File: config.mk
export PLATFORM = sky130hd
export DESIGN_NAME = gmii_frame_monitor
export DESIGN_NICKNAME = d
export VERILOG_FILES = /design/src/hw/eth_stat_pkg.sv /design/src/hw/gmii_frame_monitor.sv
export SDC_FILE = /design/constraint.sdc
export NUM_CORES = 1
export LEC_CHECK = 0
export BUFFER_PORTS_ARGS = -buffer_cell sky130_fd_sc_hd__buf_4
export CAP_MARGIN = 20
export CELL_PAD_IN_SITES_DETAIL_PLACEMENT = 1
export CELL_PAD_IN_SITES_GLOBAL_PLACEMENT = 2
export CORE_MARGIN = 2
export CORE_UTILIZATION = 27
export CTS_BUF_LIST = sky130_fd_sc_hd__clkbuf_8 sky130_fd_sc_hd__clkbuf_16
export CTS_CLUSTER_DIAMETER = 150
export DETAILED_ROUTE_END_ITERATION = 16
export PLACE_DENSITY_LB_ADDON = 0.25
export SLEW_MARGIN = 20
export SYNTH_ARGS = -nofsm -noshare
export SYNTH_HDL_FRONTEND = slang
export SYNTH_SLANG_ARGS = --single-unit
export TNS_END_PERCENT = 100
File: constraint.sdc
create_clock -name clk -period 3.3 [get_ports clk]
set_input_delay 0.33 -clock clk [delete_from_list [all_inputs] [get_ports clk]]
set_output_delay 0.33 -clock clk [all_outputs]
set_load 0.02 [all_outputs]
File: src/hw/eth_stat_pkg.sv
// Counter ids are port times four plus kind and all counters are 32 bits wide and wrap

package eth_stat_pkg;

// Counter slots reserved per port
localparam int STAT_KINDS = 4;

// Counter value and increment amount
typedef logic [31:0] stat_count_t;

// Counter index, port * STAT_KINDS + kind
typedef logic [9:0] stat_id_t;

// Per-port counter kinds
typedef enum logic [1:0] {
    STAT_GOOD     = 2'd0,
    STAT_BYTES    = 2'd1,
    STAT_BAD      = 2'd2,
    // Never incremented, reads as zero
    STAT_RESERVED = 2'd3
} stat_kind_e;

// One counter increment
typedef struct packed {
    stat_id_t    id;
    stat_count_t inc;
} stat_event_t;

// AXI4-Lite bus types
typedef logic [11:0] axil_addr_t;
typedef logic [31:0] axil_data_t;
typedef logic [1:0]  axil_resp_t;

localparam axil_resp_t AXIL_RESP_OKAY   = 2'b00;
localparam axil_resp_t AXIL_RESP_SLVERR = 2'b10;

endpackage

File: src/hw/gmii_frame_monitor.sv
// Holds one frame of pending events and drops the events of a frame that ends before they drain
`resetall
`timescale 1ns/1ps
`default_nettype none

module gmii_frame_monitor #(
    // Own port number, selects the counter ids
    parameter int PORT_INDEX = 0
) (
    input  wire logic                       clk,
    input  wire logic                       rst,

    // GMII receive
    input  wire logic [7:0]                 rxd,
    input  wire logic                       rx_dv,
    input  wire logic                       rx_er,

    // GMII transmit, looped back from receive
    output      logic [7:0]                 txd,
    output      logic                       tx_en,
    output      logic                       tx_er,

    // Increment events
    output      eth_stat_pkg::stat_event_t  evt,
    output      logic                       evt_valid,
    input  wire logic                       evt_ready
);

localparam eth_stat_pkg::stat_id_t ID_BASE =
    eth_stat_pkg::stat_id_t'(PORT_INDEX * eth_stat_pkg::STAT_KINDS);

typedef enum logic [1:0] {
    MON_IDLE,
    MON_FRAME_EVT,
    MON_BYTE_EVT
} mon_state_e;

mon_state_e state;

eth_stat_pkg::stat_count_t byte_cnt;
eth_stat_pkg::stat_count_t byte_hold;
logic err_seen;
logic frame_end;

function automatic eth_stat_pkg::stat_id_t kind_id(input eth_stat_pkg::stat_kind_e kind);
    return ID_BASE + eth_stat_pkg::stat_id_t'(kind);
endfunction

// Loopback register, tx_en doubles as the delayed rx_dv
always_ff @(posedge clk) begin
    txd <= rxd;
    if (rst) begin
        tx_en <= 1'b0;
        tx_er <= 1'b0;
    end else begin
        tx_en <= rx_dv;
        tx_er <= rx_er;
    end
end

// Falling edge of rx_dv
assign frame_end = tx_en && !rx_dv;

// Byte count includes preamble and SFD
always_ff @(posedge clk) begin
    if (rx_dv) begin
        if (!tx_en) begin
            byte_cnt <= 32'd1;
            err_seen <= rx_er;
        end else begin
            byte_cnt <= byte_cnt + 32'd1;
            err_seen <= err_seen | rx_er;
        end
    end
end

always_ff @(posedge clk) begin
    if (rst) begin
        state <= MON_IDLE;
    end else begin
        case (state)
            MON_IDLE: begin
                if (frame_end) begin
                    state <= MON_FRAME_EVT;
                end
            end
            MON_FRAME_EVT: begin
                if (evt_ready) begin
                    state <= MON_BYTE_EVT;
                end
            end
            MON_BYTE_EVT: begin
                if (evt_ready) begin
                    state <= MON_IDLE;
                end
            end
            default: state <= MON_IDLE;
        endcase
    end
end

// Frame event first, then the byte event
always_ff @(posedge clk) begin
    if (state == MON_IDLE && frame_end) begin
        evt.id <= err_seen ? kind_id(eth_stat_pkg::STAT_BAD) : kind_id(eth_stat_pkg::STAT_GOOD);
        evt.inc <= 32'd1;
        byte_hold <= byte_cnt;
    end else if (state == MON_FRAME_EVT && evt_ready) begin
        evt.id <= kind_id(eth_stat_pkg::STAT_BYTES);
        evt.inc <= byte_hold;
    end
end

assign evt_valid = (state != MON_IDLE);

endmodule

`resetall

==> flow_summary.toml <==
[logic_synthesis]
syn_area_sq_um = 4250
yosysUniqueCellTypes = 44
ys_ff_latch = 111
ys.flop_type = "edfxtp_1"
ys_warn_count = 0
yosysSeqAreaShare_pct = 68.1
synth-edff-count = 67
syn_area_per_cell_sq_um = 13.4
synthCells = 318
synthArstFlopShare_pct = 0

[worst_setup_path]
arrival_ns = 2.23
worst-path-buf-inv = 0
rr_worst_depth = 4
timing.rr.start = "byte_cnt[4]"
cp-startpoint = "byte_cnt[4]"
worst-path-max-fanout = 8
cp_cell_sequence = "and3_1 -> nand4_1 -> or4_1 -> a21oi_1"
r2r_setup_slack_ns = 1.27
slowest_delay_ns = 0.48
critPathCaptureType = "flop"
required_ns = 3.49
slowest_stage = "edfxtp_1"
critical_path_class = "flop to flop"
cp-start-kind = "flop"
timing.rr.end = "byte_cnt[21]"
path_delay_family = "simple AND/OR/NAND/NOR gates"

[final_layout]
nFillCells = 1670
final_cell_mix = "edfxtp_1, buf_4, dfxtp_1"
final_common_cell = "edfxtp_1"
seqCellArea_sq_um = 2890
fin_area_sq_um = 5170
fin_util_pct = 33.7
areaGrowthSynthToFinish_pct = 21.6
antenna_cells = 0
drive_above_1_share_pct = 23.2
nNetsFinal = 393
multiInputGateArea_sq_um = 1270

[power]
irDropWorstVdd_mv = 0.236
p_leak_nw = 1.88
power_mw = 2.88
pwr_density_cell_nw_per_um2 = 557

[timing]
min_period_over_period_pct = 61.6
fmax_mhz = 492
hold_viol_final = 0
tns_ns = 0
setup_viol = 0
slew_headroom_pct = 59.7
rsz0062_at_grt = "false"
fin_crit_ns = 2.03
slew_viol_final = 0
fin_worst_skew_ns = 0.00822
tightest_slew_ns = 0.604

[flow_run]
cap_viol_max_count = 0

[worst_hold_path]
hold_class = "input port to flop"
worstHoldEndpoint = "txd[0]"
worstHoldStart = "rxd[0]"
min_path_cells = 1

[route]
wire_per_inst_um = 15.7
detail_route.wirelength_mm = 9.34
via_per_inst = 4.66
detail-route-antenna-nets = 0
drcViolationCount = 0
vias = 2772
drtIter0Drc = 185
first_pass_iters = 4

[clock_network]
ctsLongestPathBuffers = 2
cts-resized-gates = 0
path_clk_slew_ns = 0.07
clock_latency_ns = 0.35
htree_levels = 3
cts_sinks = 111
post-cts-setup-buffers = 0
cts_root_buf = "clkbuf_16"
ctsHoldBuffers = 0
cts_made_buffers = 9
cts_tree = "built"

[placed_design]
io_buffers = 57
hpwl_mm = 6.09
gp_congestion = 0.751
place_area_sq_um = 4910

[status]
run_status = "finished, final reports clean"

[floorplan]
die_h_um = 129
io_pins = 66
die-area_sq_um = 16800
start_util_pct = 27.7
die_x_um = 129
coreArea_sq_um = 15300
placement_rows = 45

[grt]
grt_pass1_wl_mm = 15.3
antenna_found_initial = 0
overflow = 0
first_global_vias = 2783
grt_usage_pct = 11.8
grt_max_degree = 36
cell families (layout without fill, tap and decap cells):
logic type	Yosys count	after routing	share of synthesized area [%]
AO/OA/AOI/OAI	68	68	11.5
other	1	8	0.0883
buffers and inverters	23	82	2.97
flip-flops	111	111	68.1
multiplexers	3	3	0.707
AND/OR/NAND/NOR	101	101	14.3
adder cells (fa/ha/maj)	1	1	0.294
XOR/XNOR	10	10	2.06
worst max path at each step:
stage / depth (start not counted) / to
final: 4 / byte_cnt[21]
after global routing: 5 / byte_cnt[22]
after CTS: 5 / byte_cnt[22]
after detailed placement: 5 / byte_cnt[22]
after global placement: 5 / byte_cnt[22]
after floorplan: 5 / evt[32]
worst register-to-register path: stages (launching register included):
cell and delay [ns]:
edfxtp_1 0.48, and3_1 0.45, nand4_1 0.32, or4_1 0.47, a21oi_1 0.16
sequential cells by signal (all words and copies together) (netlist names):
| register | flops |
|---|---|
| evt | 34 |
| byte_cnt | 32 |
| byte_hold | 32 |
| txd | 8 |
| state | 2 |
| err_seen | 1 |
| tx_en | 1 |
| tx_er | 1 |
cell type report:
cell class | instances | area share [%]
Clock inverter | 7 | 0.654
Tap cell | 211 | 5.11
Multi-Input combinational cell | 191 | 24.5
Clock buffer | 9 | 4.36
Inverter | 3 | 0.218
Sequential cell | 111 | 56.0
Timing Repair Buffer | 63 | 9.15
per-layer routing:
layer	share of wire, %	GRT usage, %	vias to the layer above
li1	-	-	1328
met5	0	0	-
met1	50	16.2	1377
met3	3.7	2.64	9
met2	45	18.3	58
met4	1.5	4.55	0
where the power goes:
part / switching, mW / internal [mW]
combinational: 0.155 / 0.121
sequential: 0.0628 / 1.56
clock: 0.478 / 0.501
Yosys cell counts, types with 2 or more instances:
| master | count | area, sq um |
|---|---|---|
| nand2_1 | 16 | 60.1 |
| xnor2_1 | 2 | 17.5 |
| dfxtp_1 | 44 | 881 |
| and2_1 | 2 | 12.5 |
| o31ai_1 | 6 | 45.0 |
| xor2_1 | 8 | 70.1 |
| and3_1 | 5 | 31.3 |
| or3_1 | 8 | 50.1 |
| nand2b_1 | 5 | 31.3 |
| o41ai_1 | 2 | 17.5 |
| nand4_4 | 2 | 42.5 |
| or4_1 | 6 | 45.0 |
| a21oi_1 | 16 | 80.1 |
| o311ai_0 | 2 | 17.5 |
| mux2i_1 | 3 | 30.0 |
| nor2_1 | 18 | 67.6 |
| buf_2 | 2 | 10.0 |
| buf_4 | 8 | 60.1 |
| nand4_1 | 13 | 81.3 |
| a22o_1 | 31 | 272 |
| nor2b_1 | 2 | 12.5 |
| o21ai_0 | 10 | 50.1 |
| edfxtp_1 | 67 | 2010 |
| clkbuf_1 | 9 | 33.8 |
| nand3_1 | 9 | 45.0 |
| and4_1 | 3 | 26.3 |
| inv_1 | 2 | 7.51 |
per-stage QoR:
stage / hold WS, ns / worst slack, ns / cells
2_1_floorplan: 0.358 / 0.166 / 325
3_3_place_gp: 0.435 / 1.34 / 579
3_5_place_dp: 0.436 / 1.30 / 579
4_1_cts: 0.0673 / 1.28 / 595
5_1_grt: 0.0651 / 1.11 / 595
6_report: 0.0847 / 1.27 / 595
(Power assumes the default switching activity.)
