$ cat src/hw/eth_stat_pkg.sv
// Counter ids are port times four plus kind and all counters are 32 bits wide and wrap

package eth_stat_pkg;

// Counter slots reserved per port
localparam int STAT_KINDS = 4;

// Counter value and increment amount
typedef logic [31:0] stat_count_t;

// Counter index, port * STAT_KINDS + kind
typedef logic [9:0] stat_id_t;

// Per-port counter kinds
typedef enum logic [1:0] {
    STAT_GOOD     = 2'd0,
    STAT_BYTES    = 2'd1,
    STAT_BAD      = 2'd2,
    // Never incremented, reads as zero
    STAT_RESERVED = 2'd3
} stat_kind_e;

// One counter increment
typedef struct packed {
    stat_id_t    id;
    stat_count_t inc;
} stat_event_t;

// AXI4-Lite bus types
typedef logic [11:0] axil_addr_t;
typedef logic [31:0] axil_data_t;
typedef logic [1:0]  axil_resp_t;

localparam axil_resp_t AXIL_RESP_OKAY   = 2'b00;
localparam axil_resp_t AXIL_RESP_SLVERR = 2'b10;

endpackage

$ cat src/hw/stat_counter_ram.sv
// Ready stays low for PORTS*4 cycles after reset while the counters are zeroed
`resetall
`timescale 1ns/1ps
`default_nettype none

module stat_counter_ram #(
    parameter int PORTS = 2
) (
    input  wire logic                       clk,
    input  wire logic                       rst,

    // Increment stream
    input  wire eth_stat_pkg::stat_event_t  evt,
    input  wire logic                       evt_valid,
    output      logic                       evt_ready,

    // Read port, data one cycle after rd_en
    input  wire logic                       rd_en,
    input  wire eth_stat_pkg::stat_id_t     rd_id,
    output      eth_stat_pkg::stat_count_t  rd_data
);

localparam int DEPTH = PORTS * eth_stat_pkg::STAT_KINDS;
localparam int ADDR_W = $clog2(DEPTH);

typedef logic [ADDR_W-1:0] ram_addr_t;

typedef enum logic {
    RAM_CLEAR,
    RAM_RUN
} ram_state_e;

ram_state_e state;
ram_addr_t clr_addr;

eth_stat_pkg::stat_count_t mem [DEPTH];

ram_addr_t evt_addr;
logic accept;

// Read stage
logic rmw_valid;
ram_addr_t rmw_addr;
eth_stat_pkg::stat_count_t rmw_inc;
eth_stat_pkg::stat_count_t rmw_old;
eth_stat_pkg::stat_count_t rmw_base;

// Write stage
logic wr_valid;
ram_addr_t wr_addr;
eth_stat_pkg::stat_count_t wr_sum;

assign evt_ready = (state == RAM_RUN);
assign accept = evt_valid && evt_ready;
assign evt_addr = evt.id[ADDR_W-1:0];

always_ff @(posedge clk) begin
    if (rst) begin
        state <= RAM_CLEAR;
        clr_addr <= '0;
        rmw_valid <= 1'b0;
        wr_valid <= 1'b0;
    end else begin
        if (state == RAM_CLEAR) begin
            clr_addr <= clr_addr + 1'b1;
            if (clr_addr == ram_addr_t'(DEPTH - 1)) begin
                state <= RAM_RUN;
            end
        end
        rmw_valid <= accept;
        wr_valid <= rmw_valid;
    end
end

// Write stage value is newer than the memory, forward it at both hazards
assign rmw_base = (wr_valid && wr_addr == rmw_addr) ? wr_sum : rmw_old;

always_ff @(posedge clk) begin
    rmw_addr <= evt_addr;
    rmw_inc <= evt.inc;
    if (wr_valid && wr_addr == evt_addr) begin
        rmw_old <= wr_sum;
    end else begin
        rmw_old <= mem[evt_addr];
    end
    wr_addr <= rmw_addr;
    wr_sum <= rmw_base + rmw_inc;
end

always_ff @(posedge clk) begin
    if (state == RAM_CLEAR) begin
        mem[clr_addr] <= '0;
    end else if (wr_valid) begin
        mem[wr_addr] <= wr_sum;
    end
end

// Read during a write returns the old value
always_ff @(posedge clk) begin
    if (rd_en) begin
        rd_data <= mem[rd_id[ADDR_W-1:0]];
    end
end

endmodule

`resetall

$ cat config.mk
export PLATFORM = sky130hd
export DESIGN_NAME = stat_counter_ram
export DESIGN_NICKNAME = d
export VERILOG_FILES = /design/src/hw/eth_stat_pkg.sv /design/src/hw/stat_counter_ram.sv
export SDC_FILE = /design/constraint.sdc
export NUM_CORES = 1
export LEC_CHECK = 0
export ABC_CLOCK_PERIOD_IN_PS = 3650
export CAP_MARGIN = 20
export CORE_MARGIN = 4
export CORE_UTILIZATION = 35
export DETAILED_ROUTE_END_ITERATION = 12
export DONT_BUFFER_PORTS = 1
export PLACE_DENSITY = 0.59
export REMOVE_ABC_BUFFERS = 1
export SYNTH_ARGS = -nofsm -noshare
export SYNTH_HDL_FRONTEND = slang
export SYNTH_SLANG_ARGS = --single-unit
$ cat constraint.sdc
create_clock -name clk -period 3.65 [get_ports clk]
set_input_delay 0 -clock clk [delete_from_list [all_inputs] [get_ports clk]]
set_output_delay 0 -clock clk [all_outputs]
set_load 0.01 [all_outputs]
==> results.cfg, run 1 <==
[floorplan]
io_pins = 89
core_area_mm2 = 0.0493
dieWidth_um = 232
die_area_mm2 = 0.0539
initial_utilization_pct = 35.7
die_h_um = 232
num_rows = 81

[sta]
hold_viol = 0
fin_crit_sh_pct = 92.5
max_slew_margin_pct = 31.8
max_clock_freq_mhz = 296
maxSlewViolCount = 0
min_period_ns = 3.38
timing.setup.tns_ns = 0
skew_ns = 0.0158
final-setup-viol-count = 0
rsz0062_at_grt = false
worst_pin_slew_ns = 1.02

[route]
vias = 9679
drt-total-wl_mm = 42.2
drc = 0
drt-wirelength-per-cell_um = 22.9
antenna_left = 0
drt_iter0_drc = 569
drtPass1Iterations = 5
via_per_inst = 5.25

[synth]
yosys_warnings = 0
netlist.area_leader.share_pct = 49.2
netlist_instances = 1060
ys.flop_type = edfxtp_1
synth_common_cells = edfxtp_1 (288), mux4_2 (128), dfxtp_1 (108)
syn_avg_cell_area_um2 = 16.6
synthDistinctLibCells = 61
ys_ff_latch = 396
netlist_area_mm2 = 0.0176
ys_seq_area_share_pct = 61.5
synth_area_leaders = edfxtp_1 (49%), mux4_2 (16%), dfxtp_1 (12%)
yosysMostFrequentCell = edfxtp_1
synth-async-reset-ratio_pct = 0
synth_edf_count = 288
synth.largest_area_cell = edfxtp_1

[final_layout]
n_antenna_cell = 0
area_growth_pct = 18.0
num-fill-cells = 4429
drive_gt1_share_pct = 26.9
finalNonFillerCells = 1843
nets = 1238

[pwr]
power.leakage_nw = 7.47
internal-power_mw = 8.42
netSwitchingFraction_pct = 24.1
combPwrFrac_pct = 12.0
switchingPower_mw = 2.68
power_density_mw_per_mm2 = 535
vdd_drop_max_v = 0.000265
seqPwrFrac_pct = 48.6
clkPwrFrac_pct = 39.4

[worst_setup_path]
reg2reg_depth = 14
path_max_fanout = 6
timing.rr.end = wr_sum[18]
crit_chain = xnor2_1, nand4_1, buf_4, mux2_2, ha_1, inv_1, fa_1, nor2b_2, o2111ai_1, a211o_1, a21oi_2, o31a_1, mux2i_1, o311ai_1
cp.arrival_ns = 3.79
crit_path_max_incr_delay_ns = 0.44
rrSetupSlack_ns = 0.27
path_buf_inv = 2
cpMaxStageDelayCell = fa_1
crit_path_start = wr_addr[2]
cp.required_ns = 4.07
reg2reg_from = wr_addr[2]
start_kind = flip-flop
worst_setup_path_end_kind = flip-flop
cp_top_family = compound AO/OA/AOI/OAI gates
crit_type = reg -> reg

[clock_tree]
cts_buffer_depth = 3
clock_latency_ns = 0.55
cts_htree_levels = 2
cts_buffers = 43
clock_sinks = 396
root_buffer = clkbuf_16
cts_tree = done
cts_resized = 0
clk_pin_slew_ns = 0.07

[global_routing]
grt_pass1_wl_mm = 64.2
grt-ovfl-total = 0
grt_max_degree = 66
grtUsageTotal_pct = 15.9
antenna_found_initial = 1
grt_pass1_vias = 10333

[outcome]
status = finished, final reports clean

[hold_path]
min_path_cells = 1
holdPathEnd = rmw_inc[15]
hold_path.startpoint = evt[15]
hold_class = in -> reg

[placed_design]
place.gp.congestion = 0.786
hpwl_mm = 24.4
port_buffers = 0
dp.cells = 1689

[flow_run]
cap_violations = 0
==> how the worst max path moves through the flow <==
stage,to,slack [ns],cells after the start
CTS,wr_sum[18],0.15,13
floorplan,wr_sum[18],-0.60,12
finish,wr_sum[18],0.27,14
global placement,wr_sum[18],0.24,13
detailed placement,wr_sum[18],0.18,13
global route,wr_sum[18],0.10,14
==> metal layers <==
layer	routed length [um]	track usage, %	share of wire, %	up-vias
met3	1920	2.59	4.6	57
met5	0	0	0	-
met4	852	4.02	2.0	0
li1	-	-	-	4423
met2	21000	27.2	50	219
met1	18500	21.1	44	4980
==> logic make-up (layout without fill, tap and decap cells) <==
logic type      count (synthesis)  count (layout)  share of synthesized area, %
simple gates                  167             167                          4.73
fa+ha+maj                      37              37                          2.68
compound gates                130             130                          5.27
buf+inv                        68             187                          1.58
mux                           230             230                          22.7
flops                         396             396                          61.5
xor+xnor                       32              32                          1.59
==> cell usage in the layout (no fill, tap or decap), types with 8 or more instances in the layout <==
master / n
a21o_1: 16
a21oi_1: 60
a31oi_1: 9
and3_1: 33
buf_4: 20
clkbuf_16: 46
clkinv_2: 10
dfxtp_1: 108
dlygate4sd3_1: 66
edfxtp_1: 288
ha_1: 36
inv_1: 10
mux2_2: 63
mux2i_1: 39
mux4_2: 128
nand2_1: 27
nand3_1: 8
nand4_1: 9
nor2_1: 53
nor2_4: 8
xnor2_1: 21
xor2_1: 11
==> what timing repair did <==
action                                 in CTS  in global routing
buffers inserted                            0                  1
hold buffers                               73                  0
setup endpoints to repair                   0                  2
endpoints found under the hold margin     137                  0
==> cell type report <==
| type | count | area [um2] | share of cell area [%] |
|---|---|---|---|
| Clock buffer | 54 | 1190 | 5.74 |
| Clock inverter | 25 | 233 | 1.12 |
| Inverter | 10 | 37.5 | 0.181 |
| Multi-Input combinational cell | 596 | 6550 | 31.6 |
| Sequential cell | 396 | 10800 | 52.1 |
| Tap cell | 664 | 831 | 4.01 |
| Timing Repair Buffer | 98 | 1090 | 5.25 |
==> worst register-to-register path, cell delays in order, from the launching register on <==
cell and delay, ns:
dfxtp_1 0.43, xnor2_1 0.14, nand4_1 0.11, buf_4 0.17
mux2_2 0.22, ha_1 0.21, inv_1 0.08, fa_1 0.44
nor2b_2 0.15, o2111ai_1 0.19, a211o_1 0.38, a21oi_2 0.23
o31a_1 0.21, mux2i_1 0.20, o311ai_1 0.11
==> power groups by stage <==
stage / logic (mW) / registers (mW) / clock network [mW]
finish: 1.34 / 5.39 / 4.37
global route: 1.47 / 5.43 / 4.68
CTS: 1.36 / 5.39 / 4.48
detailed placement: 1.14 / 5.48 / 0
global placement: 1.14 / 5.47 / 0
floorplan: 0.874 / 5.41 / 0
==> state kept, by name, summed over array words and instances, names as in the netlist, 3 cells and up <==
| name | cells |
|---|---|
| rd_data | 32 |
| rmw_old | 32 |
| mem | 256 |
| rmw_addr | 3 |
| wr_sum | 32 |
| rmw_inc | 32 |
| wr_addr | 3 |
| clr_addr | 3 |
==> through the flow <==
stage          hold slack (ns)  worst slack (ns)  total power, mW  cell area, um2  util (%)
2_1_floorplan           0.0277            -0.602             6.28           17300         -
3_3_place_gp            0.0278             0.239             6.61           18500      37.5
3_5_place_dp            0.0278             0.180             6.62           18500      37.5
4_1_cts                0.00159             0.145             11.2           20700      42.1
5_1_grt                 0.0117             0.101             11.6           20700      42.1
6_report                0.0209             0.274             11.1           20700      42.1
No activity file was read; power rests on OpenSTA's default activity.
==> run 2, diff against run 1 <==
- REMOVE_ABC_BUFFERS: 1 -> default
==> results.cfg, run 2 (same netlist as run 1, synthesis figures left out) <==
[sta]
timing.setup.tns_ns = 0
max_clock_freq_mhz = 294
skew_ns = 0.0171
worst_pin_slew_ns = 0.657
maxSlewViolCount = 0
hold_viol = 0
max_slew_margin_pct = 56.2
rsz0062_at_grt = false
fin_crit_sh_pct = 93.3
min_period_ns = 3.40
final-setup-viol-count = 0

[route]
drt-wirelength-per-cell_um = 22.6
drc = 0
drt-total-wl_mm = 41.6
drtPass1Iterations = 5
antenna_left = 0
via_per_inst = 5.27
vias = 9695
drt_iter0_drc = 686

[floorplan]
die_h_um = 232
initial_utilization_pct = 35.7
die_area_mm2 = 0.0539
num_rows = 81
core_area_mm2 = 0.0493
io_pins = 89
dieWidth_um = 232

[hold_path]
hold_path.startpoint = evt[10]
hold_class = in -> reg
min_path_cells = 1
holdPathEnd = rmw_inc[10]

[placed_design]
place.gp.congestion = 0.865
hpwl_mm = 24.7
place_area_mm2 = 0.0184
port_buffers = 0

[worst_setup_path]
crit_chain = xnor2_1, nand4_1, mux2_2, ha_1, inv_1, fa_1, nor2b_2, o2111ai_1, a211o_1, a21oi_2, o31a_1, mux2i_1, o311ai_1
timing.rr.end = wr_sum[18]
crit_type = reg -> reg
crit_path_max_incr_delay_ns = 0.44
cp.required_ns = 4.07
path_buf_inv = 1
cp.arrival_ns = 3.82
reg2reg_from = wr_addr[2]
crit_cells = 13
cp_top_family = compound AO/OA/AOI/OAI gates
rrSetupSlack_ns = 0.25
worst_setup_path_end_kind = flip-flop
cpMaxStageDelayCell = dfxtp_1
reg2reg_depth = 13
start_kind = flip-flop
path_max_fanout = 6

[clock_tree]
cts_buffers = 41
clock_sinks = 396
clock_latency_ns = 0.54
clk_pin_slew_ns = 0.06
cts_htree_levels = 2
root_buffer = clkbuf_16
cts_tree = done
cts_buffer_depth = 3
cts_resized = 0

[final_layout]
finish.instance_area_mm2 = 0.0207
final_cell_mix = edfxtp_1 (288), mux4_2 (128), dfxtp_1 (108)
largest_register_ffs = 256
nets = 1236
mostFrequentLayoutCell = edfxtp_1
n_antenna_cell = 0
area_growth_pct = 18.0
drive_gt1_share_pct = 26.2
regMostFlops = mem

[global_routing]
grtUsageTotal_pct = 15.5
grt_pass1_vias = 10061
antenna_found_initial = 0
grt-ovfl-total = 0
grt_max_degree = 65
grt_pass1_wl_mm = 63.2

[synth]
syn_nets = 1153

[pwr]
switchingPower_mw = 2.69
power_density_mw_per_mm2 = 540
power.leakage_nw = 7.46
seqPwrFrac_pct = 48.3
clkPwrFrac_pct = 39.7
netSwitchingFraction_pct = 24.0
vdd_drop_max_v = 0.000280
combPwrFrac_pct = 11.9
internal-power_mw = 8.52

[outcome]
status = finished, final reports clean

[flow_run]
cap_violations = 0
run 2: changes by cell type in the layout (fill, tap and decap cells not counted), sizes merged, moves of 2 or more:
cell	before	now
buf	32	24
clkinvlp	3	1
bufinv	4	7
dlygate4sd3	66	74
inv	10	12
clkbuf	54	48
run 2: stage by stage:
step                      std cells  setup WS [ns]  power (mW)  hold WS [ns]  utilization (%)
after floorplan                1060          0.424        6.35        0.0277                -
final                          1839          0.245        11.2        0.0196             42.1
after global routing           1839         0.0538        11.7        0.0135             42.1
after CTS                      1838          0.278        11.3      0.000285             42.1
after global placement         1682          0.347        6.64        0.0278             37.3
after detailed placement       1682          0.261        6.67        0.0278             37.3
run 2: cell type report:
| cell class | count | area (um2) |
|---|---|---|
| fill | 4404 | 28500 |
| sequential | 396 | 10800 |
| multi-input combinational | 596 | 6550 |
| clock buffer | 48 | 1120 |
| timing repair buffer | 98 | 1080 |
| tap | 664 | 831 |
| clock inverter | 27 | 319 |
| inverter | 10 | 37.5 |
run 2: layer usage:
layer  global-route usage, %  part of all wire [%]  wire length, um
met3                    2.53                   5.2             2160
met1                    21.9                    44            18500
met2                    25.2                    48            20000
met4                    4.28                   2.3              952
met5                       0                     0                0
run 2: worst max-delay path by stage:
stage                  to  slack [ns]  startpoint
3_5_place_dp   wr_sum[18]        0.26  wr_addr[2]
3_3_place_gp   wr_sum[18]        0.35  wr_addr[2]
2_1_floorplan  wr_sum[18]        0.42  wr_addr[1]
5_1_grt        wr_sum[31]        0.05  wr_addr[1]
6_report       wr_sum[18]        0.25  wr_addr[2]
4_1_cts        wr_sum[18]        0.28  wr_addr[2]
run 2: power groups by stage:
stage	Clock, mW	Sequential [mW]	Combinational [mW]
finish	4.45	5.42	1.34
global route	4.75	5.46	1.46
CTS	4.57	5.42	1.35
global placement	0	5.50	1.14
floorplan	0	5.40	0.945
detailed placement	0	5.52	1.15
run 2: what timing repair did:
action,4_1_cts,5_1_grt
setup buffers,0,0
hold buffers,81,0
endpoints found under the hold margin,137,0
endpoints found under the setup margin,0,0
