`config.mk`:
```
export PLATFORM = sky130hd
export DESIGN_NAME = stat_axil_regs
export DESIGN_NICKNAME = d
export VERILOG_FILES = /design/src/hw/eth_stat_pkg.sv /design/src/hw/stat_axil_regs.sv
export SDC_FILE = /design/constraint.sdc
export NUM_CORES = 1
export LEC_CHECK = 0
export ABC_AREA = 1
export BUFFER_PORTS_ARGS = -buffer_cell sky130_fd_sc_hd__clkbuf_2
export CAP_MARGIN = 20
export CORE_MARGIN = 3
export CORE_UTILIZATION = 40
export CTS_BUF_LIST = sky130_fd_sc_hd__clkbuf_2 sky130_fd_sc_hd__clkbuf_4 sky130_fd_sc_hd__clkbuf_8
export DETAILED_ROUTE_END_ITERATION = 10
export HOLD_SLACK_MARGIN = 0.02
export PLACE_DENSITY = 0.87
export SETUP_SLACK_MARGIN = 0.5
export SKIP_CTS_REPAIR_TIMING = 1
export SYNTH_ARGS = -nofsm -noshare
export SYNTH_HDL_FRONTEND = slang
export SYNTH_SLANG_ARGS = --single-unit
```
`constraint.sdc`:
```
create_clock -name clk -period 3.55 [get_ports clk]
set_clock_uncertainty 0.15 [all_clocks]
set_input_delay 0.1775 -clock clk [delete_from_list [all_inputs] [get_ports clk]]
set_output_delay 0.1775 -clock clk [all_outputs]
set_load 0.05 [all_outputs]
```
`src/hw/eth_stat_pkg.sv`:
```
// Counter ids are port times four plus kind and all counters are 32 bits wide and wrap

package eth_stat_pkg;

// Counter slots reserved per port
localparam int STAT_KINDS = 4;

// Counter value and increment amount
typedef logic [31:0] stat_count_t;

// Counter index, port * STAT_KINDS + kind
typedef logic [9:0] stat_id_t;

// Per-port counter kinds
typedef enum logic [1:0] {
    STAT_GOOD     = 2'd0,
    STAT_BYTES    = 2'd1,
    STAT_BAD      = 2'd2,
    // Never incremented, reads as zero
    STAT_RESERVED = 2'd3
} stat_kind_e;

// One counter increment
typedef struct packed {
    stat_id_t    id;
    stat_count_t inc;
} stat_event_t;

// AXI4-Lite bus types
typedef logic [11:0] axil_addr_t;
typedef logic [31:0] axil_data_t;
typedef logic [1:0]  axil_resp_t;

localparam axil_resp_t AXIL_RESP_OKAY   = 2'b00;
localparam axil_resp_t AXIL_RESP_SLVERR = 2'b10;

endpackage

```
`src/hw/stat_axil_regs.sv`:
```
// Read-only counter window with one read in flight and every write answered with SLVERR
`resetall
`timescale 1ns/1ps
`default_nettype none

module stat_axil_regs #(
    parameter int PORTS = 2
) (
    input  wire logic                       clk,
    input  wire logic                       rst,

    // AXI4-Lite write channels
    input  wire eth_stat_pkg::axil_addr_t   awaddr,
    input  wire logic                       awvalid,
    output      logic                       awready,
    input  wire eth_stat_pkg::axil_data_t   wdata,
    input  wire logic [3:0]                 wstrb,
    input  wire logic                       wvalid,
    output      logic                       wready,
    output      eth_stat_pkg::axil_resp_t   bresp,
    output      logic                       bvalid,
    input  wire logic                       bready,

    // AXI4-Lite read channels
    input  wire eth_stat_pkg::axil_addr_t   araddr,
    input  wire logic                       arvalid,
    output      logic                       arready,
    output      eth_stat_pkg::axil_data_t   rdata,
    output      eth_stat_pkg::axil_resp_t   rresp,
    output      logic                       rvalid,
    input  wire logic                       rready,

    // Counter memory read port
    output      logic                       rd_en,
    output      eth_stat_pkg::stat_id_t     rd_id,
    input  wire eth_stat_pkg::stat_count_t  rd_data
);

localparam eth_stat_pkg::stat_id_t LAST_ID =
    eth_stat_pkg::stat_id_t'(PORTS * eth_stat_pkg::STAT_KINDS - 1);

typedef enum logic [1:0] {
    RD_IDLE,
    RD_WAIT,
    RD_RESP
} rd_state_e;

rd_state_e rd_state;

eth_stat_pkg::stat_id_t ar_id;
logic ar_err;
logic rd_err;
logic wr_accept;

// One 32-bit word per counter, low address bits ignored
assign ar_id = araddr[11:2];
assign ar_err = (ar_id > LAST_ID);

assign arready = (rd_state == RD_IDLE);
assign rvalid = (rd_state == RD_RESP);

// Memory read issued on the address handshake
assign rd_en = arvalid && arready && !ar_err;
assign rd_id = ar_id;

always_ff @(posedge clk) begin
    if (rst) begin
        rd_state <= RD_IDLE;
    end else begin
        case (rd_state)
            RD_IDLE: begin
                if (arvalid) begin
                    rd_state <= RD_WAIT;
                end
            end
            RD_WAIT: rd_state <= RD_RESP;
            RD_RESP: begin
                if (rready) begin
                    rd_state <= RD_IDLE;
                end
            end
            default: rd_state <= RD_IDLE;
        endcase
    end
end

// Response captured once and held through back-pressure
always_ff @(posedge clk) begin
    if (rd_state == RD_IDLE) begin
        rd_err <= ar_err;
    end
    if (rd_state == RD_WAIT) begin
        rdata <= rd_err ? '0 : rd_data;
        rresp <= rd_err ? eth_stat_pkg::AXIL_RESP_SLVERR : eth_stat_pkg::AXIL_RESP_OKAY;
    end
end

// Address and data of a write are taken together and discarded
assign wr_accept = awvalid && wvalid && !bvalid;
assign awready = wr_accept;
assign wready = wr_accept;
assign bresp = eth_stat_pkg::AXIL_RESP_SLVERR;

always_ff @(posedge clk) begin
    if (rst) begin
        bvalid <= 1'b0;
    end else if (wr_accept) begin
        bvalid <= 1'b1;
    end else if (bready) begin
        bvalid <= 1'b0;
    end
end

endmodule

`resetall

```
==> results.cfg, run 1 <==
[run_status]
status = finished clean

[clock_network]
insertion_delay_ps = 270
cts_root_buf = clkbuf_8
cts_max_level = 2
clockBufferDepth = 2
cts_sinks = 37
clk_pin_slew_ps = 70
cts_tree = built
numCtsBuffers = 5

[synthesis]
yosysWarningCount = 0
synth_largest_area_cell = edfxtp_1
syn_area_per_cell_um2 = 10.44
synthTopCellsByArea = edfxtp_1, inv_1, nor2_1
synth_top_area_share = 0.6518
syn-cell-area_um2 = 1567
synthCells = 150
ys_ff_latch = 37
synth_cell_types = 10
seq_area_frac_synth = 0.6901

[floorplanning]
start_util = 0.4215
core_area_um2 = 3716
die_y_um = 68.58
io_pins = 151
rows = 22
fp.dieW_um = 68.58
die_area_um2 = 4703

[power_and_ir_drop]
vdd_drop_max_mv = 0.2109
power.density_nw_per_um2 = 445.0
totalPowerFinal_w = 0.0009342
power_leakage_nw = 1.124

[critical_path]
endpoint_kind = output port
crit_fanout = 3
required_ps = 3220
crit_type = reg -> out
timing.rr.end = rdata[20]
r2r_cells = 4
rr_startpoint = rd_state[1]
reg2reg_slack_ps = 1930
crit_path_end = rd_en
worstPathArrival_ps = 1330
cp-startpoint = rd_state[0]
cp-start-kind = register

[route]
vias = 1155
via_per_inst = 4.038
drt_iter0_drc = 62
wl_um = 2946
wl_per_cell_um = 10.30
ant_nets = 0
drc_errors = 0
drtPass1Iterations = 4

[timing]
finalHoldViolCount = 0
setup-tns-final_ps = 0
period_share = 0.4679
tightest_slew_ps = 1028
whs_ps = 29.42
slew_viol_final = 0
timing.final.crit_period_ps = 1661
fmax_ghz = 0.6020
setup_viol = 0
rsz0062_at_grt = no
maxSlewHeadroom = 0.3144

[placed_design]
io_buffers = 91
dp_hpwl_um = 2310
dp_cells = 274
gp_congestion = 0.6510

[final_layout]
drive_gt1_frac = 0.4244
nets = 336
area_delta_synth_final_pct = 34.03
layoutNonFillerInstCount = 286
antenna_cells = 0

[global_route]
grt_pass1_wl_um = 4126
grt_pass1_vias = 1004
antenna_found_initial = 0
grt_use_total = 0.1235
grt_max_degree = 34
overflow = 0

[flow_run]
maxCapViolCount = 0

[worst_hold_path]
hp-class = in -> reg
placed cells by master (no fill, tap or decap), drive strengths merged:
cell | Yosys | routed
dlygate4sd3 | 0 | 4
nand2 | 9 | 9
clkbuf | 0 | 97
clkinv | 0 | 2
conb | 2 | 3
dfxtp | 3 | 3
nor2 | 39 | 39
inv | 44 | 44
buf | 17 | 1
a21oi | 2 | 2
edfxtp | 34 | 34
worst min-delay path by stage:
stage	start	endpoint	slack, ps	depth (start not counted)
after global routing	rd_data[28]	rdata[28]	30	3
after floorplan	rst	bvalid	100	1
final	rd_data[28]	rdata[28]	30	3
after detailed placement	araddr[3]	rd_id[1]	210	0
after global placement	araddr[3]	rd_id[1]	210	0
after CTS	rst	bvalid	-80	2
metrics by stage:
| step | setup slack, ps | util | cell area [um^2] |
|---|---|---|---|
| 2_1_floorplan | 1324 | - | 1570 |
| 3_3_place_gp | 1925 | 0.5310 | 1973 |
| 3_5_place_dp | 1870 | 0.5310 | 1973 |
| 4_1_cts | 1859 | 0.5542 | 2059 |
| 5_1_grt | 1760 | 0.5650 | 2100 |
| 6_report | 1889 | 0.5650 | 2100 |
worst max-delay path, stage by stage, from the launching register on:
cell	delay, ps
dfxtp_1	330
nor2_1	220
nand2_1	120
nor2_1	110
clkbuf_2	280
metal layers:
metal,global-route usage,routed length [um],vias up
li1,-,-,597
met1,0.1116,1052,490
met2,0.2336,1544,62
met3,0.03566,305,6
met4,0.08189,44,0
met5,0,0,-
synthesized netlist by cell type, drive strengths merged:
cell	number
inv	44
edfxtp	34
conb	2
nand2	9
a21oi	2
buf	17
dfxtp	3
nor2	39
cell type report:
class / instances / area, um^2
clock buffers: 6 / 76.32
clock inverters: 2 / 10.01
fillers: 348 / 1617
inverters: 44 / 165.2
multi-input cells: 53 / 203.9
flip-flops and latches: 37 / 1081
well taps: 48 / 60.06
repair buffers: 96 / 503.0
report_power, final:
group	internal (W)	switching, W	total, W
Clock	0.000143	0.000132	0.000275
Sequential	0.000491	0.00000546	0.000497
Combinational	0.0000413	0.000121	0.000162
flip-flops by register name, indices dropped and copies added (netlist names):
name,count
rdata,32
rd_state,2
bvalid,1
rd_err,1
rresp,1
cells by family after synthesis:
group           after synthesis  synth area share
compound gates                2          0.006390
simple gates                 48            0.1166
flops                        37            0.6901
other cells                   2          0.004794
buf+inv                      61            0.1821
No activity file was read; power rests on OpenSTA's default activity.
==> run 2, diff against run 1 <==
CORE_UTILIZATION = 34   (was 40)
PLACE_DENSITY = 0.79   (was 0.87)
clock period = 1.4 ns   (was 3.55 ns; I/O delays follow)
==> run 2 against run 1 <==
Compared with the run above:
- the run now ends with hold timing left
- first-iteration DRC count down 45%
- routed wire length up 26%
- sequential cell count unchanged
- sequential power rose to 2.6 times the previous value
- register-to-register slack worse by 1800 ps
- setup slack worse by 1800 ps
- combinational power rose to 3.7 times the previous value
- worst hold slack worse by 91 ps
- global-route usage down 1.7 points
- die area up 16%
- non-clock buffer count up 31
- highest routed layer unchanged
==> results.cfg, run 2 (synthesized netlist as in run 1, its figures left out) <==
[worst_hold_path]
whs_path_depth = 3
hp-class = in -> reg
hold_end = rdata[9]
hold_path.startpoint = rd_data[9]

[critical_path]
worstPathArrival_ps = 1120
crit_fanout = 3
crit_type = reg -> out
crit_path_cell_trace = nor2_4 > nand2_2 > nor2_4 > buf_8
cp-start-kind = register
max_stage_delay_ps = 370
r2r_cells = 4
reg2reg_slack_ps = 170
rr_startpoint = rd_state[1]
timing.rr.end = rdata[6]
cp_common_cell = nor2_4
endpoint_kind = output port
required_ps = 1180
crit_slowest_cell = dfxtp_4

[flow_run]
maxCapViolCount = 0

[placed_design]
dp_hpwl_um = 2168
io_buffers = 91
gp_congestion = 0.6451

[route]
vias = 1301
drtPass1Iterations = 4
wl_per_cell_um = 11.59
ant_nets = 0
drt_iter0_drc = 34
wl_um = 3720
via_per_inst = 4.053
drc_errors = 0

[final_layout]
largest_reg_flops = 32
fillCellCount = 312
largest_register = rdata
final_core_util = 0.6457
reg_top3 = rdata x32, rd_state x2
final_common_cell = clkbuf_2
drive_gt1_frac = 0.5204
nets = 367
regArea_um2 = 1090
area_delta_synth_final_pct = 81.95
mostFrequentLayoutCells = clkbuf_2, inv_1, buf_6
antenna_cells = 0
multiInputGateArea_um2 = 305.3

[clock_network]
insertion_delay_ps = 280
clockBufferDepth = 2
numCtsBuffers = 5
cts_max_level = 2
cts_root_buf = clkbuf_8
cts_tree = built
clk_pin_slew_ps = 80
cts_sinks = 37

[global_route]
grt_pass1_wl_um = 4367
grt_pass1_vias = 1066
grt_max_degree = 34
grt_use_total = 0.1066
overflow = 0
antenna_found_initial = 0

[floorplanning]
io_pins = 151
rows = 24
die_area_um2 = 5458
fp.dieW_um = 73.88
core_area_um2 = 4414
die_y_um = 73.88
start_util = 0.3549

[timing]
slew_viol_final = 0
tightest_slew_ps = 497.9
period_share = 0.9562
fmax_ghz = 0.7470
setup_viol = 0
rsz0062_at_grt = yes
maxSlewHeadroom = 0.6670
whs_ps = -61.98
finalHoldViolCount = 15
timing.final.crit_period_ps = 1339

[power_and_ir_drop]
totalPowerFinal_w = 0.002766
power_leakage_nw = 1.365
power.density_nw_per_um2 = 970.5
vdd_drop_max_mv = 0.4779

[run_status]
violations = hold timing
status = finished with violations
==> run 2: cell types whose count changed in the layout (fill, tap and decap cells not counted), sizes merged <==
cell         before  now
clkinv            2    1
clkinvlp          0    3
inv              44   42
clkbuf           97   58
buf               1   49
dlygate4sd3       4   25
bufinv            0    1
==> run 2: cell type report <==
| class | instances | share of cell area |
|---|---|---|
| timing repair buffer | 127 | 0.3885 |
| inverter | 44 | 0.06058 |
| tap | 52 | 0.02283 |
| clock buffer | 5 | 0.02414 |
| sequential | 37 | 0.3824 |
| multi-input combinational | 53 | 0.1071 |
| clock inverter | 3 | 0.01449 |
==> run 2: how the worst max path moves through the flow <==
stage / from / to / slack (ps)
after CTS: rd_state[1] / rd_en / -40
after detailed placement: rd_state[1] / rdata[21] / 190
after global routing: rd_state[0] / rd_en / 4
after floorplan: rd_state[1] / rdata[0] / -40
final: rd_state[0] / rd_en / 60
after global placement: rd_state[1] / rdata[21] / 210
==> run 2: report_power, final <==
part,switching [W],internal [W]
clock network,0.000374,0.000524
registers,0.0000231,0.00124
logic,0.000362,0.000238
total,0.000759,0.00201
==> run 2: worst max-delay path, delay by kind of cell (launching register included) <==
family                 cells  cell delay [ps]
AND/OR/NAND/NOR            3              330
flip-flops                 1              370
buffers and inverters      1              150
==> run 2: metrics by stage <==
stage	area, um^2	worst slack [ps]	TNS, ps	std cells
after CTS	2150	-43.54	-100.0	288
final	2850	61.34	0	321
after global routing	2850	4.136	0	321
after detailed placement	2039	193.9	0	280
after floorplan	1627	-42.13	-1390	151
after global placement	2039	207.5	0	280
==> run 2: layer usage <==
metal | global-route usage | vias up | routed length [um] | part of all wire
li1 | - | 660 | - | -
met2 | 0.1801 | 75 | 1990 | 0.53
met3 | 0.05062 | 5 | 347 | 0.093
met5 | 0 | - | 0 | 0
met4 | 0.04225 | 0 | 46 | 0.012
met1 | 0.1142 | 561 | 1335 | 0.36
==> run 3, diff against run 2 <==
BUFFER_PORTS_ARGS = -buffer_cell sky130_fd_sc_hd__buf_4   (was -buffer_cell sky130_fd_sc_hd__clkbuf_2)
==> run 3 against run 2 <==
Compared with the run above:
- the flow still finishes with violations (hold timing)
- via count is 3.5% lower
- register-to-register slack hardly changed
- sequential cell count unchanged
- die area is the same
- critical path type unchanged
- critical endpoint unchanged
==> results.cfg, run 3 (synthesized netlist as in run 1, its figures left out) <==
[worst_hold_path]
whs_path_depth = 3
hold_end = rdata[12]
hold_path.startpoint = rd_data[12]
hp-class = in -> reg

[placed_design]
dp_cells = 279
placed_cell_area_um2 = 2272
gp_congestion = 0.6552
pre_cts_slack_ps = 196.2
dp_hpwl_um = 2359
io_buffers = 91

[timing]
setup_viol = 0
tightest_slew_ps = 497.7
worst_slack_ps = 81.46
slew_viol_final = 0
finalHoldViolCount = 32
fmax_ghz = 0.7584
whs_ps = -76.37
maxSlewHeadroom = 0.6671
setup-tns-final_ps = 0
rsz0062_at_grt = yes
period_share = 0.9418
timing.final.crit_period_ps = 1319

[critical_path]
crit_fanout = 3
required_ps = 1180
max_stage_delay_ps = 360
rr_startpoint = rd_state[1]
endpoint_kind = output port
timing.rr.end = rdata[6]
reg2reg_slack_ps = 180
crit_slowest_cell = dfxtp_4
r2r_cells = 4
crit_type = reg -> out
worstPathArrival_ps = 1100
crit_path_cell_trace = nor2_4 > nand2_2 > nor2_4 > buf_8
cp-start-kind = register
cp_common_cell = nor2_4

[floorplanning]
rows = 24
start_util = 0.3549
die_y_um = 73.88
io_pins = 151
core_area_um2 = 4414
die_area_um2 = 5458
fp.dieW_um = 73.88

[global_route]
grt_max_degree = 34
overflow = 0
grt_pass1_wl_um = 4719
grt_pass1_vias = 1094
grt_use_total = 0.1146
antenna_found_initial = 0

[clock_network]
cts_max_level = 2
cts_root_buf = clkbuf_8
clk_pin_slew_ps = 70
numCtsBuffers = 5
cts_tree = built
insertion_delay_ps = 280
cts_sinks = 37
clockBufferDepth = 2

[power_and_ir_drop]
power_leakage_nw = 1.301
power.density_nw_per_um2 = 953.6
vdd_drop_max_mv = 0.4608

[route]
drc_errors = 0
drt_iter0_drc = 45
wl_um = 3534
route.met2.wl_um = 1883
wl_met1_um = 1174
vias = 1255
ant_nets = 0
top_layer = met4
via_per_inst = 4.183
met3WireLength_um = 405
drtPass1Iterations = 4
wl_per_cell_um = 11.78

[final_layout]
largest_reg_flops = 32
antenna_cells = 0
reg_top3 = rdata x32, rd_state x2
drive_gt1_frac = 0.4798
largest_register = rdata
nets = 346
mostFrequentLayoutCells = buf_4, inv_1, buf_6
final_common_cell = buf_4
layoutNonFillerInstCount = 300
stdcell_area_um2 = 2668
area_delta_synth_final_pct = 70.29

[run_status]
violations = hold timing
status = finished with violations

[flow_run]
maxCapViolCount = 0
## run 3: power by group
part	switching, W	internal (W)	total (W)
clock network	0.000352	0.000335	0.000687
registers	0.0000230	0.00125	0.00127
logic	0.000345	0.000243	0.000588
total	0.000720	0.00182	0.00254
## run 3: area by class of cell
cell class / count / area [um^2]
fillers: 360 / 1747
flip-flops and latches: 37 / 1090
repair buffers: 106 / 1021
multi-input cells: 53 / 237.7
inverters: 44 / 172.7
clock buffers: 5 / 68.82
well taps: 52 / 65.06
clock inverters: 3 / 12.51
## run 3: worst max path at each step
stage | start | to | slack [ps] | depth (start not counted)
4_1_cts | rd_state[1] | rd_en | 30 | 4
3_5_place_dp | rd_state[1] | rdata[21] | 200 | 4
2_1_floorplan | rd_state[1] | rdata[0] | -40 | 3
6_report | rd_state[0] | rd_en | 80 | 4
5_1_grt | rd_state[0] | rd_en | 20 | 4
3_3_place_gp | rd_state[1] | rdata[20] | 210 | 4
## run 3: through the flow
| step | utilization | power [W] |
|---|---|---|
| after global routing | 0.6043 | 0.002655 |
| after detailed placement | 0.5147 | 0.001776 |
| after CTS | 0.5332 | 0.002465 |
| final | 0.6043 | 0.002544 |
| after floorplan | - | 0.001618 |
| after global placement | 0.5147 | 0.001769 |
## run 3: per-layer routing
metal / vias to the layer above / track usage
li1: 617 / -
met1: 555 / 0.1219
met2: 75 / 0.1969
met3: 8 / 0.05198
met4: 0 / 0.04427
met5: - / 0
## run 3: worst max-delay path, delay by kind of cell (launching register included)
kind | cells | cell delay (ps)
buf+inv | 1 | 150
flops | 1 | 360
simple gates | 3 | 310
